### src/hw/mbcPkg.sv
// Memory bus control definitions
`default_nettype none

package mbcPkg;

  // Words in one memory block.
  localparam int WordCount = 4;

  // Clock cycles in one bus slot.
  localparam int PhaseLength = 2;

  // Cycles from a sampled memory data valid to core data valid.
  localparam int DataValidDelay = 2;

  // One bit per word of the block, set when the word is requested.
  typedef logic [WordCount-1:0] wordMaskT;

  // Word address inside the block.
  typedef logic [1:0] wordAdrT;

  // Enough bits to count every word of a block.
  typedef logic [$clog2(WordCount+1)-1:0] ackCountT;

  // States of the memory start machine.
  typedef enum logic [1:0] {
    IDLE,
    WAIT_SLOT,
    STARTED,
    CLOSING
  } startStateT;

endpackage

`default_nettype wire

### src/hw/memReqIf.sv
// Held memory request bus
`default_nettype none

interface memReqIf;

  mbcPkg::wordMaskT rqMask;
  logic rdRq;
  logic wrRq;
  mbcPkg::wordAdrT startAdr;
  logic rqHold;
  // One per acknowledged word.
  logic ackPulse;
  logic lastAckn;

  modport hold(
    output rqMask, rdRq, wrRq, startAdr, rqHold, lastAckn,
    input  ackPulse
  );

  modport start(
    input  rqHold, rdRq, lastAckn,
    output ackPulse
  );

  modport core(
    input  rqMask, startAdr, rdRq
  );

endinterface

`default_nettype wire

### src/hw/phaseGen.sv
// Memory bus slot timing
`default_nettype none

module phaseGen (
  input  logic clk,
  input  logic rst,
  output logic aChangeComing,
  output logic bChangeComing,
  output logic phaseA
);

  logic [$clog2(mbcPkg::PhaseLength)-1:0] cycleCnt;
  logic slotEnd;

  // The last cycle of a slot announces the slot that follows it.
  assign slotEnd = (int'(cycleCnt) == mbcPkg::PhaseLength - 1);
  assign aChangeComing = slotEnd && !phaseA;
  assign bChangeComing = slotEnd && phaseA;

  always_ff @(posedge clk) begin
    if (rst) begin
      cycleCnt <= '0;
      phaseA <= 1'b0;
    end else begin
      if (slotEnd) begin
        cycleCnt <= '0;
        phaseA <= !phaseA;
      end else begin
        cycleCnt <= cycleCnt + 1'b1;
      end
    end
  end

  pulsesExclusive: assert property (
    @(posedge clk) disable iff (rst)
    !(aChangeComing && bChangeComing)
  ) else $error("A and B change pulses high together");

endmodule

`default_nettype wire

### src/hw/requestHold.sv
// Memory request hold and address parity
`default_nettype none

module requestHold (
  input  logic clk,
  input  logic rst,
  input  logic reqValid,
  output logic reqReady,
  input  mbcPkg::wordMaskT reqWords,
  input  logic reqRead,
  input  logic reqWrite,
  input  mbcPkg::wordAdrT reqAdr,
  input  logic reqAdrPar,
  input  logic forceBadPar,
  input  logic startDone,
  output logic memAdrPar,
  memReqIf.hold rq
);

  mbcPkg::ackCountT pending;
  logic adrParHold;
  logic badParHold;
  logic transfer;

  function automatic mbcPkg::ackCountT countWords(input mbcPkg::wordMaskT mask);
    mbcPkg::ackCountT total;
    total = '0;
    for (int i = 0; i < mbcPkg::WordCount; i++) begin
      total = total + mbcPkg::ackCountT'(mask[i]);
    end
    return total;
  endfunction

  assign reqReady = !rq.rqHold;
  assign transfer = reqValid && reqReady;

  // The final acknowledge is the one that meets a single pending word.
  assign rq.lastAckn = rq.ackPulse && (pending == mbcPkg::ackCountT'(1));

  always_ff @(posedge clk) begin
    if (rst) begin
      rq.rqHold <= 1'b0;
      pending <= '0;
    end else begin
      if (transfer) begin
        rq.rqHold <= 1'b1;
        pending <= countWords(reqWords);
      end else begin
        if (startDone) begin
          rq.rqHold <= 1'b0;
        end
        if (rq.ackPulse && pending != '0) begin
          pending <= pending - mbcPkg::ackCountT'(1);
        end
      end
    end
  end

  always_ff @(posedge clk) begin
    if (transfer) begin
      rq.rqMask <= reqWords;
      rq.rdRq <= reqRead;
      rq.wrRq <= reqWrite;
      rq.startAdr <= reqAdr;
      adrParHold <= reqAdrPar;
      badParHold <= forceBadPar;
    end
  end

  // Parity covers the request fields as well as the address, so a forced
  // bad parity test flips the whole sum.
  assign memAdrPar = adrParHold ^ rq.rdRq ^ rq.wrRq ^ (^rq.rqMask) ^
                     (^rq.startAdr) ^ badParHold;

  heldRequestOneKind: assert property (
    @(posedge clk) disable iff (rst)
    rq.rqHold |-> !(rq.rdRq && rq.wrRq)
  ) else $error("Held request is both read and write");

endmodule

`default_nettype wire

### src/hw/memStartCtl.sv
// Memory start control
`default_nettype none

module memStartCtl (
  input  logic clk,
  input  logic rst,
  input  logic aChangeComing,
  input  logic bChangeComing,
  input  logic memAcknA,
  input  logic memAcknB,
  input  logic nxmAckn,
  output logic memStartA,
  output logic memStartB,
  output logic startDone,
  memReqIf.start rq
);

  mbcPkg::startStateT state;
  logic slotPulse;
  logic startAny;

  assign slotPulse = aChangeComing || bChangeComing;
  assign startAny = memStartA || memStartB;

  // An acknowledge is taken once per slot, at the change pulse of its own slot.
  // A missing memory answers in either slot.
  assign rq.ackPulse = (state == mbcPkg::STARTED) &&
                       (((memAcknA || nxmAckn) && aChangeComing) ||
                        ((memAcknB || nxmAckn) && bChangeComing));

  always_ff @(posedge clk) begin
    if (rst) begin
      state <= mbcPkg::IDLE;
      memStartA <= 1'b0;
      memStartB <= 1'b0;
      startDone <= 1'b0;
    end else begin
      startDone <= 1'b0;
      case (state)
        mbcPkg::IDLE, mbcPkg::WAIT_SLOT: begin
          if (rq.rqHold) begin
            // The first slot to come takes the request.
            if (slotPulse) begin
              memStartA <= aChangeComing;
              memStartB <= bChangeComing;
              state <= mbcPkg::STARTED;
            end else begin
              state <= mbcPkg::WAIT_SLOT;
            end
          end
        end
        mbcPkg::STARTED: begin
          if (rq.lastAckn) begin
            memStartA <= 1'b0;
            memStartB <= 1'b0;
            startDone <= 1'b1;
            state <= mbcPkg::CLOSING;
          end
        end
        mbcPkg::CLOSING: begin
          // The hold is still up here and must not start again.
          state <= mbcPkg::IDLE;
        end
        default: begin
          state <= mbcPkg::IDLE;
        end
      endcase
    end
  end

  startsExclusive: assert property (
    @(posedge clk) disable iff (rst)
    !(memStartA && memStartB)
  ) else $error("Both memory starts high");

  readFlagStable: assert property (
    @(posedge clk) disable iff (rst)
    startAny && $past(startAny) |-> $stable(rq.rdRq)
  ) else $error("Read flag changed during a memory start");

endmodule

`default_nettype wire

### src/hw/coreReadSeq.sv
// Core read sequencing
`default_nettype none

module coreReadSeq (
  input  logic clk,
  input  logic rst,
  input  logic aChangeComing,
  input  logic bChangeComing,
  input  logic memDataValidA,
  input  logic memDataValidB,
  input  logic nxmDataValid,
  input  logic memStartA,
  input  logic memStartB,
  output logic coreDataValid,
  output mbcPkg::wordAdrT coreAdr,
  output logic coreRdInProg,
  memReqIf.core rq
);

  logic startAny;
  logic startPrev;
  logic readStart;
  logic rdActive;
  logic dvSample;
  mbcPkg::wordMaskT remMask;
  mbcPkg::wordMaskT remNext;
  logic [mbcPkg::DataValidDelay-1:0] dvPipe;

  // Finds the first set word at or above the given address, wrapping.
  function automatic mbcPkg::wordAdrT firstWord(input mbcPkg::wordMaskT mask,
                                                input mbcPkg::wordAdrT from);
    mbcPkg::wordAdrT idx;
    mbcPkg::wordAdrT pick;
    logic found;
    pick = from;
    found = 1'b0;
    for (int i = 0; i < mbcPkg::WordCount; i++) begin
      idx = from + mbcPkg::wordAdrT'(i);
      if (!found && mask[idx]) begin
        pick = idx;
        found = 1'b1;
      end
    end
    return pick;
  endfunction

  assign startAny = memStartA || memStartB;
  assign readStart = startAny && !startPrev && rq.rdRq;
  assign coreRdInProg = rdActive || readStart;

  assign dvSample = rdActive &&
                    (((memDataValidA || nxmDataValid) && aChangeComing) ||
                     ((memDataValidB || nxmDataValid) && bChangeComing));

  assign coreDataValid = dvPipe[mbcPkg::DataValidDelay-1];
  assign remNext = remMask & ~(mbcPkg::wordMaskT'(1) << coreAdr);

  always_ff @(posedge clk) begin
    if (rst) begin
      startPrev <= 1'b0;
      rdActive <= 1'b0;
      dvPipe <= '0;
    end else begin
      startPrev <= startAny;
      dvPipe <= {dvPipe[mbcPkg::DataValidDelay-2:0], dvSample};
      if (readStart) begin
        rdActive <= 1'b1;
      end else if (coreDataValid && remNext == '0) begin
        rdActive <= 1'b0;
      end
    end
  end

  // Each word handed to the core is struck from the mask.
  always_ff @(posedge clk) begin
    if (readStart) begin
      remMask <= rq.rqMask;
      coreAdr <= firstWord(rq.rqMask, rq.startAdr);
    end else if (coreDataValid) begin
      remMask <= remNext;
      coreAdr <= firstWord(remNext, coreAdr + mbcPkg::wordAdrT'(1));
    end
  end

  dataValidInRead: assert property (
    @(posedge clk) disable iff (rst)
    coreDataValid |-> rdActive
  ) else $error("Core data valid outside a core read");

endmodule

`default_nettype wire

### src/hw/mbcCore.sv
// Memory bus control top level
`default_nettype none

module mbcCore (
  input  logic clk,
  input  logic rst,
  input  logic reqValid,
  output logic reqReady,
  input  mbcPkg::wordMaskT reqWords,
  input  logic reqRead,
  input  logic reqWrite,
  input  mbcPkg::wordAdrT reqAdr,
  input  logic reqAdrPar,
  input  logic forceBadPar,
  output logic memStartA,
  output logic memStartB,
  output mbcPkg::wordMaskT memRq,
  output logic memRdRq,
  output logic memWrRq,
  output logic memAdrPar,
  output logic phaseA,
  input  logic memAcknA,
  input  logic memAcknB,
  input  logic nxmAckn,
  input  logic memDataValidA,
  input  logic memDataValidB,
  input  logic nxmDataValid,
  output logic coreDataValid,
  output mbcPkg::wordAdrT coreAdr,
  output logic coreRdInProg
);

  logic aChangeComing;
  logic bChangeComing;
  logic startDone;

  memReqIf rqBus ();

  assign memRq = rqBus.rqMask;
  assign memRdRq = rqBus.rdRq;
  assign memWrRq = rqBus.wrRq;

  phaseGen phaseGen0 (
    .clk(clk),
    .rst(rst),
    .aChangeComing(aChangeComing),
    .bChangeComing(bChangeComing),
    .phaseA(phaseA)
  );

  requestHold requestHold0 (
    .clk(clk),
    .rst(rst),
    .reqValid(reqValid),
    .reqReady(reqReady),
    .reqWords(reqWords),
    .reqRead(reqRead),
    .reqWrite(reqWrite),
    .reqAdr(reqAdr),
    .reqAdrPar(reqAdrPar),
    .forceBadPar(forceBadPar),
    .startDone(startDone),
    .memAdrPar(memAdrPar),
    .rq(rqBus.hold)
  );

  memStartCtl memStartCtl0 (
    .clk(clk),
    .rst(rst),
    .aChangeComing(aChangeComing),
    .bChangeComing(bChangeComing),
    .memAcknA(memAcknA),
    .memAcknB(memAcknB),
    .nxmAckn(nxmAckn),
    .memStartA(memStartA),
    .memStartB(memStartB),
    .startDone(startDone),
    .rq(rqBus.start)
  );

  coreReadSeq coreReadSeq0 (
    .clk(clk),
    .rst(rst),
    .aChangeComing(aChangeComing),
    .bChangeComing(bChangeComing),
    .memDataValidA(memDataValidA),
    .memDataValidB(memDataValidB),
    .nxmDataValid(nxmDataValid),
    .memStartA(memStartA),
    .memStartB(memStartB),
    .coreDataValid(coreDataValid),
    .coreAdr(coreAdr),
    .coreRdInProg(coreRdInProg),
    .rq(rqBus.core)
  );

endmodule

`default_nettype wire

### config.mk
export PLATFORM = sky130hd
export DESIGN_NAME = mbcCore
export DESIGN_NICKNAME = d
export VERILOG_FILES = /design/src/hw/mbcPkg.sv /design/src/hw/memReqIf.sv /design/src/hw/phaseGen.sv /design/src/hw/requestHold.sv /design/src/hw/memStartCtl.sv /design/src/hw/coreReadSeq.sv /design/src/hw/mbcCore.sv
export SDC_FILE = /design/constraint.sdc
export NUM_CORES = 1
export LEC_CHECK = 0
export BUFFER_PORTS_ARGS = -buffer_cell sky130_fd_sc_hd__buf_2
export CAP_MARGIN = 20
export CORE_MARGIN = 2
export CORE_UTILIZATION = 30
export CTS_CLUSTER_DIAMETER = 40
export CTS_CLUSTER_SIZE = 24
export DETAILED_ROUTE_END_ITERATION = 8
export PLACE_DENSITY_LB_ADDON = 0.05
export SLEW_MARGIN = 10
export SYNTH_ARGS = -nofsm -noshare
export SYNTH_HDL_FRONTEND = slang
export SYNTH_SLANG_ARGS = --single-unit
export TNS_END_PERCENT = 1
### constraint.sdc
create_clock -name clk -period 2.3 [get_ports clk]
set_input_delay 0.46 -clock clk [delete_from_list [all_inputs] [get_ports clk]]
set_output_delay 0.46 -clock clk [all_outputs]
set_load 0.02 [all_outputs]
==> impl_metrics.csv, run 1 <==
group,metric,value,unit
clock_tree,tritoncts,"yes",
global_routing,grt_pass1_wl,6480,um
sta,rsz0062_at_grt,"false",
global_routing,grt_max_degree,17,
clock_tree,h-tree-depth,2,
sta,maxSlewViolCount,0,
sta,setup_viol,0,
setup_path,cp.arrival,2.18,ns
routing,dr.pass1.iters,4,
routing,wl_per_cell,14.0,um
global_routing,grt_overflow_total,0,
worst_hold_path,hold_start,"reqWrite",
layout,final_util,36.9,%
synth,ys_warn_count,0,
clock_tree,clock_sinks,31,
placement,dpl_cell_area,1950,sq um
sta,fin_skew,0.00629,ns
synth,postSynthAreaPerCell,10.5,sq um
synth,synth_edf_count,16,
routing,drtAntennaViolNets,0,
floorplanning,initial_core_util,30.9,%
layout,areaGrowthSynthToFinish,19.6,%
layout,drive_gt1_share,25.7,%
sta,max_freq,468,MHz
floorplanning,core_area,5510,sq um
setup_path,cpMaxStageDelayCell,"edfxtp_1",
routing,dr.first_iter.drc_count,46,
power,total_power,1.26,mW
synth,syn_inst,162,
placement,port_buffers,33,
layout,fin_cells,274,
status,status,"completed",
synth,synth-async-reset-ratio,0,%
sta,fin_crit_sh,92.9,%
floorplanning,die_h,79.3,um
global_routing,antenna_found_initial,0,
sta,tns,0,ns
setup_path,critPathKind,"reg -> reg",
setup_path,timing.rr.start,"coreReadSeq0.coreAdr[0]",
setup_path,critPathMaxFanout,7,
clock_tree,cts-root-buf,"clkbuf_8",
routing,drt-total-wl,3840,um
clock_tree,post-cts-setup-buffers,0,
setup_path,endpoint_kind,"flip-flop",
synth,ys_types,44,
clock_tree,post_cts_resize_count,0,
clock_tree,cts_hold_buf,0,
floorplanning,dieWidth,79.3,um
setup_path,worstPathRequired,2.35,ns
synth,syn-num-nets,191,
clock_tree,path_clk_slew,0.06,ns
job,maxCapViolations,0,
layout,finalInstanceArea,2030,sq um
placement,globalplace.congestion,0.854,
power,powerDensity,622,nW/um^2
power,ir_worst_vdd,0.288,mV
layout,nets,230,
global_routing,grt_pass1_vias,1335,
routing,via_per_inst,4.93,
sta,hold_viol_final,0,
synth,yosysSeqAreaShare,45.9,%
sta,slew_headroom,59.1,%
setup_path,critPathMaxStageDelay,0.50,ns
floorplanning,rows,27,
sta,fin_crit,2.14,ns
clock_tree,cts_buffers,5,
floorplanning,io_pins,34,
synth,synthFlopType,"edfxtp_1",
setup_path,cp-startpoint,"coreReadSeq0.coreAdr[0]",
global_routing,grtUsageTotal,13.5,%
floorplanning,die_area,6290,sq um
power,p_leak,0.831,nW
sta,worst_pin_slew,0.611,ns
routing,drc_errors,0,
synth,syn_area,1700,sq um
worst_hold_path,hp-class,"in -> reg",
synth,synth-seq-cells,31,
setup_path,cp_cell_sequence,"inv_1 > ha_1 > or2b_1 > nand2_1 > mux4_2 > a41o_1",
clock_tree,insertion_delay,0.28,ns
setup_path,start_kind,"flip-flop",
placement,dp_hpwl,2950,um
clock_tree,cts_max_path_buffers,2,
routing,dr_total_vias,1351,
layout,diodes,0,
placement,place_inst,266,
Yosys cell counts, drive strengths merged (3+ instances only):
master,count,area (sq um)
a211oi,3,27.5
a21oi,8,40.0
a31oi,4,25.0
dfxtp,15,300
edfxtp,16,480
ha,9,113
inv,11,41.3
mux2i,3,30.0
nand2,13,48.8
nand2b,7,43.8
nor2,14,52.6
nor2b,6,47.5
nor3b,3,27.5
o211ai,3,22.5
o21ai,7,35.0
or2b,3,27.5
xnor2,10,87.6
worst paths after layout:
kind / endpoint / slack (ns) / cells after the start
setup / recovery: coreReadSeq0.coreAdr[0] / 0.16 / 6
hold / removal: requestHold0.rq.wrRq / 0.36 / 1
setup reg to reg: coreReadSeq0.coreAdr[0] / 0.16 / 6
hold reg to reg: requestHold0.rq.rqHold / 0.41 / 1
sequential cells by signal (all words and copies together) (netlist names):
signal	count
requestHold0.pending	3
phaseGen0.cycleCnt	1
phaseGen0.phaseA	1
requestHold0.rq.rqHold	1
requestHold0.adrParHold	1
coreReadSeq0.startPrev	1
coreReadSeq0.remMask	4
coreReadSeq0.rdActive	1
requestHold0.rq.startAdr	2
requestHold0.rq.wrRq	1
memStartCtl0.memStartA	1
coreReadSeq0.coreAdr	2
requestHold0.rq.rdRq	1
memStartCtl0.memStartB	1
memStartCtl0.startDone	1
coreReadSeq0.dvPipe	2
requestHold0.rq.rqMask	4
memStartCtl0.state	2
requestHold0.badParHold	1
critical path, delay by kind of cell (launching register included):
family / cells / cell delay, ns
buf+inv: 1 / 0.22
flops: 1 / 0.50
compound gates: 1 / 0.22
mux: 1 / 0.45
fa+ha+maj: 1 / 0.22
simple gates: 2 / 0.29
where the power goes:
| group | internal [mW] | switching [mW] |
|---|---|---|
| registers | 0.613 | 0.0315 |
| clock network | 0.212 | 0.195 |
| logic | 0.0970 | 0.116 |
cell usage in the layout (no fill, tap or decap), types with 3 or more instances in the layout:
| cell type | n |
|---|---|
| a21oi_1 | 8 |
| a31oi_1 | 4 |
| buf_2 | 33 |
| clkbuf_8 | 5 |
| dfxtp_1 | 15 |
| edfxtp_1 | 16 |
| ha_1 | 9 |
| inv_1 | 11 |
| mux2i_1 | 3 |
| nand2_1 | 13 |
| nand2b_1 | 7 |
| nor2_1 | 14 |
| nor2b_1 | 4 |
| o211ai_1 | 3 |
| o21ai_0 | 7 |
| xnor2_1 | 10 |
metrics by stage:
step,hold slack [ns],setup slack (ns)
3_5_place_dp,0.411,0.204
2_1_floorplan,0.389,0.206
4_1_cts,0.349,0.185
3_3_place_gp,0.401,0.215
5_1_grt,0.348,0.0648
6_report,0.358,0.163
metal layers:
| metal | vias up | track usage [%] | part of all wire (%) |
|---|---|---|---|
| met5 | - | 0 | 0 |
| met4 | 0 | 5.69 | 1.9 |
| met3 | 8 | 3.52 | 4.0 |
| met2 | 34 | 22.8 | 51 |
| met1 | 651 | 16.1 | 43 |
| li1 | 658 | - | - |
cell families (layout without fill, tap and decap cells):
group,Yosys count,in the layout,synth area share [%]
xor gates and xnor gates,11,11,5.67
muxes,5,5,3.97
adders and majority gates,10,10,7.80
AOI/OAI and AO/OA,35,35,14.2
buffers and inverters,12,52,2.65
DFF,31,31,45.9
and+or+nand+nor,58,58,19.8
area by class of cell:
cell class / count / area, sq um
clock buffer: 7 / 76.3
clock inverter: 1 / 5.00
sequential: 31 / 781
inverter: 11 / 41.3
timing repair buffer: 33 / 165
tap: 72 / 90.1
fill: 581 / 3470
multi-input combinational: 119 / 875
Power figures use the tool's default switching activity.
==> inputs of run 2 (changes only) <==
--- a/config.mk
+++ b/config.mk
@@ -13,6 +13,7 @@
 export CTS_CLUSTER_SIZE = 24
 export DETAILED_ROUTE_END_ITERATION = 8
 export PLACE_DENSITY_LB_ADDON = 0.05
+export RECOVER_POWER = 100
 export SLEW_MARGIN = 10
 export SYNTH_ARGS = -nofsm -noshare
 export SYNTH_HDL_FRONTEND = slang
==> run 2 against run 1 <==
Net effect:
- worst hold slack is essentially flat
- clock power is essentially flat
- setup slack improved by 0.0063 ns
- design area is 2.0% lower
- count of clock-buffer cells in the layout did not move
- clock skew increased by 0.00083 ns
==> impl_metrics.csv, run 2 (same netlist as run 1, synthesis figures left out) <==
group,metric,value,unit
setup_path,timing.rr.start,"coreReadSeq0.coreAdr[0]",
power,pwr-share-comb,16.3,%
power,ir_worst_vdd,0.290,mV
routing,drtAntennaViolNets,0,
worst_hold_path,hold_start,"forceBadPar",
setup_path,cpMaxStageDelayCell,"edfxtp_1",
sta,tns,0,ns
power,p_leak,0.766,nW
sta,slew_headroom,25.7,%
placement,globalplace.congestion,0.854,
sta,maxSlewViolCount,0,
placement,pre_cts_ws,0.204,ns
floorplanning,die_h,79.3,um
setup_path,r2r_slack,0.17,ns
setup_path,worstPathRequired,2.35,ns
clock_tree,cts_buffers,5,
floorplanning,rows,27,
sta,fin_crit,2.13,ns
sta,holdWs,0.358,ns
power,sw_frac_of_total,27.4,%
setup_path,cp_num_buf_inv,1,
clock_tree,cts-root-buf,"clkbuf_8",
setup_path,endpoint_kind,"flip-flop",
clock_tree,h-tree-depth,2,
power,clkPwrFrac,32.5,%
layout,drive_gt1_share,14.4,%
power,p_sw,345,uW
floorplanning,die_area,6290,sq um
sta,setup_viol,0,
global_routing,grt_overflow_total,0,
layout,areaGrowthSynthToFinish,17.1,%
clock_tree,post-cts-setup-buffers,0,
sta,finalWorstSetupSlack,0.170,ns
routing,drt-total-wl,3870,um
job,maxCapViolations,0,
setup_path,reg2reg_depth,6,
floorplanning,core_area,5510,sq um
sta,rsz0062_at_grt,"false",
global_routing,grt_pass1_vias,1335,
clock_tree,clock_sinks,31,
power,internal-power,915,uW
floorplanning,dieWidth,79.3,um
routing,drc_errors,0,
power,powerDensity,632,nW/um^2
worst_hold_path,whs_endpoint,"requestHold0.badParHold",
setup_path,start_kind,"flip-flop",
setup_path,critPathMaxFanout,7,
clock_tree,path_clk_slew,0.06,ns
floorplanning,io_pins,34,
layout,nets,230,
routing,dr_total_vias,1346,
sta,fin_skew,0.00712,ns
routing,wl_per_cell,14.1,um
setup_path,critPathMaxStageDelay,0.50,ns
routing,dr.first_iter.drc_count,70,
power,power.share.sequential,51.1,%
clock_tree,cts_hold_buf,0,
sta,max_freq,469,MHz
worst_hold_path,hold_depth,1,
sta,worst_pin_slew,1.11,ns
sta,fin_crit_sh,92.6,%
setup_path,critPathKind,"reg -> reg",
global_routing,antenna_found_initial,0,
global_routing,grt_max_degree,17,
setup_path,crit_cells,6,
global_routing,grt_pass1_wl,6480,um
sta,hold_viol_final,0,
setup_path,crit_family,"flip-flops",
setup_path,r2r-end,"coreReadSeq0.coreAdr[0]",
clock_tree,post_cts_resize_count,0,
routing,via_per_inst,4.91,
clock_tree,tritoncts,"yes",
setup_path,cp_cell_sequence,"inv_1 > ha_1 > or2b_1 > nand2_1 > mux4_2 > a41o_1",
layout,final_cell_mix,"clkbuf_1 (21), edfxtp_1 (16), dfxtp_1 (15), nor2_1 (14)",
status,status,"completed",
clock_tree,insertion_delay,0.28,ns
routing,dr.pass1.iters,4,
layout,top_regs,"coreReadSeq0.remMask x4, requestHold0.rq.rqMask x4, requestHold0.pending x3",
layout,layout_commonest_cell,"clkbuf_1",
global_routing,grtUsageTotal,13.5,%
setup_path,cp.arrival,2.18,ns
placement,port_buffers,33,
placement,dp_hpwl,2950,um
layout,diodes,0,
worst_hold_path,hp-class,"in -> reg",
clock_tree,cts_max_path_buffers,2,
floorplanning,initial_core_util,30.9,%
==> run 2: how the worst max path moves through the flow <==
| stage | startpoint | to | slack, ns |
|---|---|---|---|
| 2_1_floorplan | coreReadSeq0.coreAdr[0] | coreReadSeq0.coreAdr[0] | 0.21 |
| 3_3_place_gp | coreReadSeq0.coreAdr[0] | coreReadSeq0.coreAdr[0] | 0.21 |
| 3_5_place_dp | coreReadSeq0.coreAdr[0] | coreReadSeq0.coreAdr[0] | 0.20 |
| 4_1_cts | coreReadSeq0.coreAdr[0] | coreReadSeq0.coreAdr[0] | 0.19 |
| 5_1_grt | coreReadSeq0.coreAdr[0] | coreReadSeq0.coreAdr[0] | 0.06 |
| 6_report | coreReadSeq0.coreAdr[0] | coreReadSeq0.coreAdr[0] | 0.17 |
==> run 2: power by group through the flow <==
stage | clock network (mW) | registers [mW] | logic [mW]
after CTS | 0.431 | 0.644 | 0.217
after global routing | 0.454 | 0.649 | 0.231
after global placement | 0 | 0.654 | 0.213
after floorplan | 0 | 0.660 | 0.139
after detailed placement | 0 | 0.656 | 0.217
final | 0.410 | 0.644 | 0.206
==> run 2: area by class of cell <==
cell class	instances	area [sq um]
Clock inverter	1	5.00
Multi-Input combinational cell	119	857
Fill cell	586	3510
Clock buffer	7	76.3
Tap cell	72	90.1
Sequential cell	31	781
Timing Repair Buffer	33	141
Inverter	11	41.3
==> run 2: per-layer routing <==
metal  wire length (um)  vias to the layer above  share of wire, %  track usage [%]
li1                   -                      657                 -                -
met1               1720                      659                44             16.1
met2               1960                       22                51             22.8
met3                120                        8               3.1             3.52
met4                 72                        0               1.9             5.69
met5                  0                        -                 0                0
==> run 2: through the flow <==
step                      area, sq um  power (mW)  util [%]  instances
after floorplan                  1700       0.798         -        162
after global placement           1950       0.867      35.4        266
after detailed placement         1950       0.873      35.4        266
after CTS                        2030        1.29      36.9        274
after global routing             1990        1.33      36.2        274
final                            1990        1.26      36.2        274
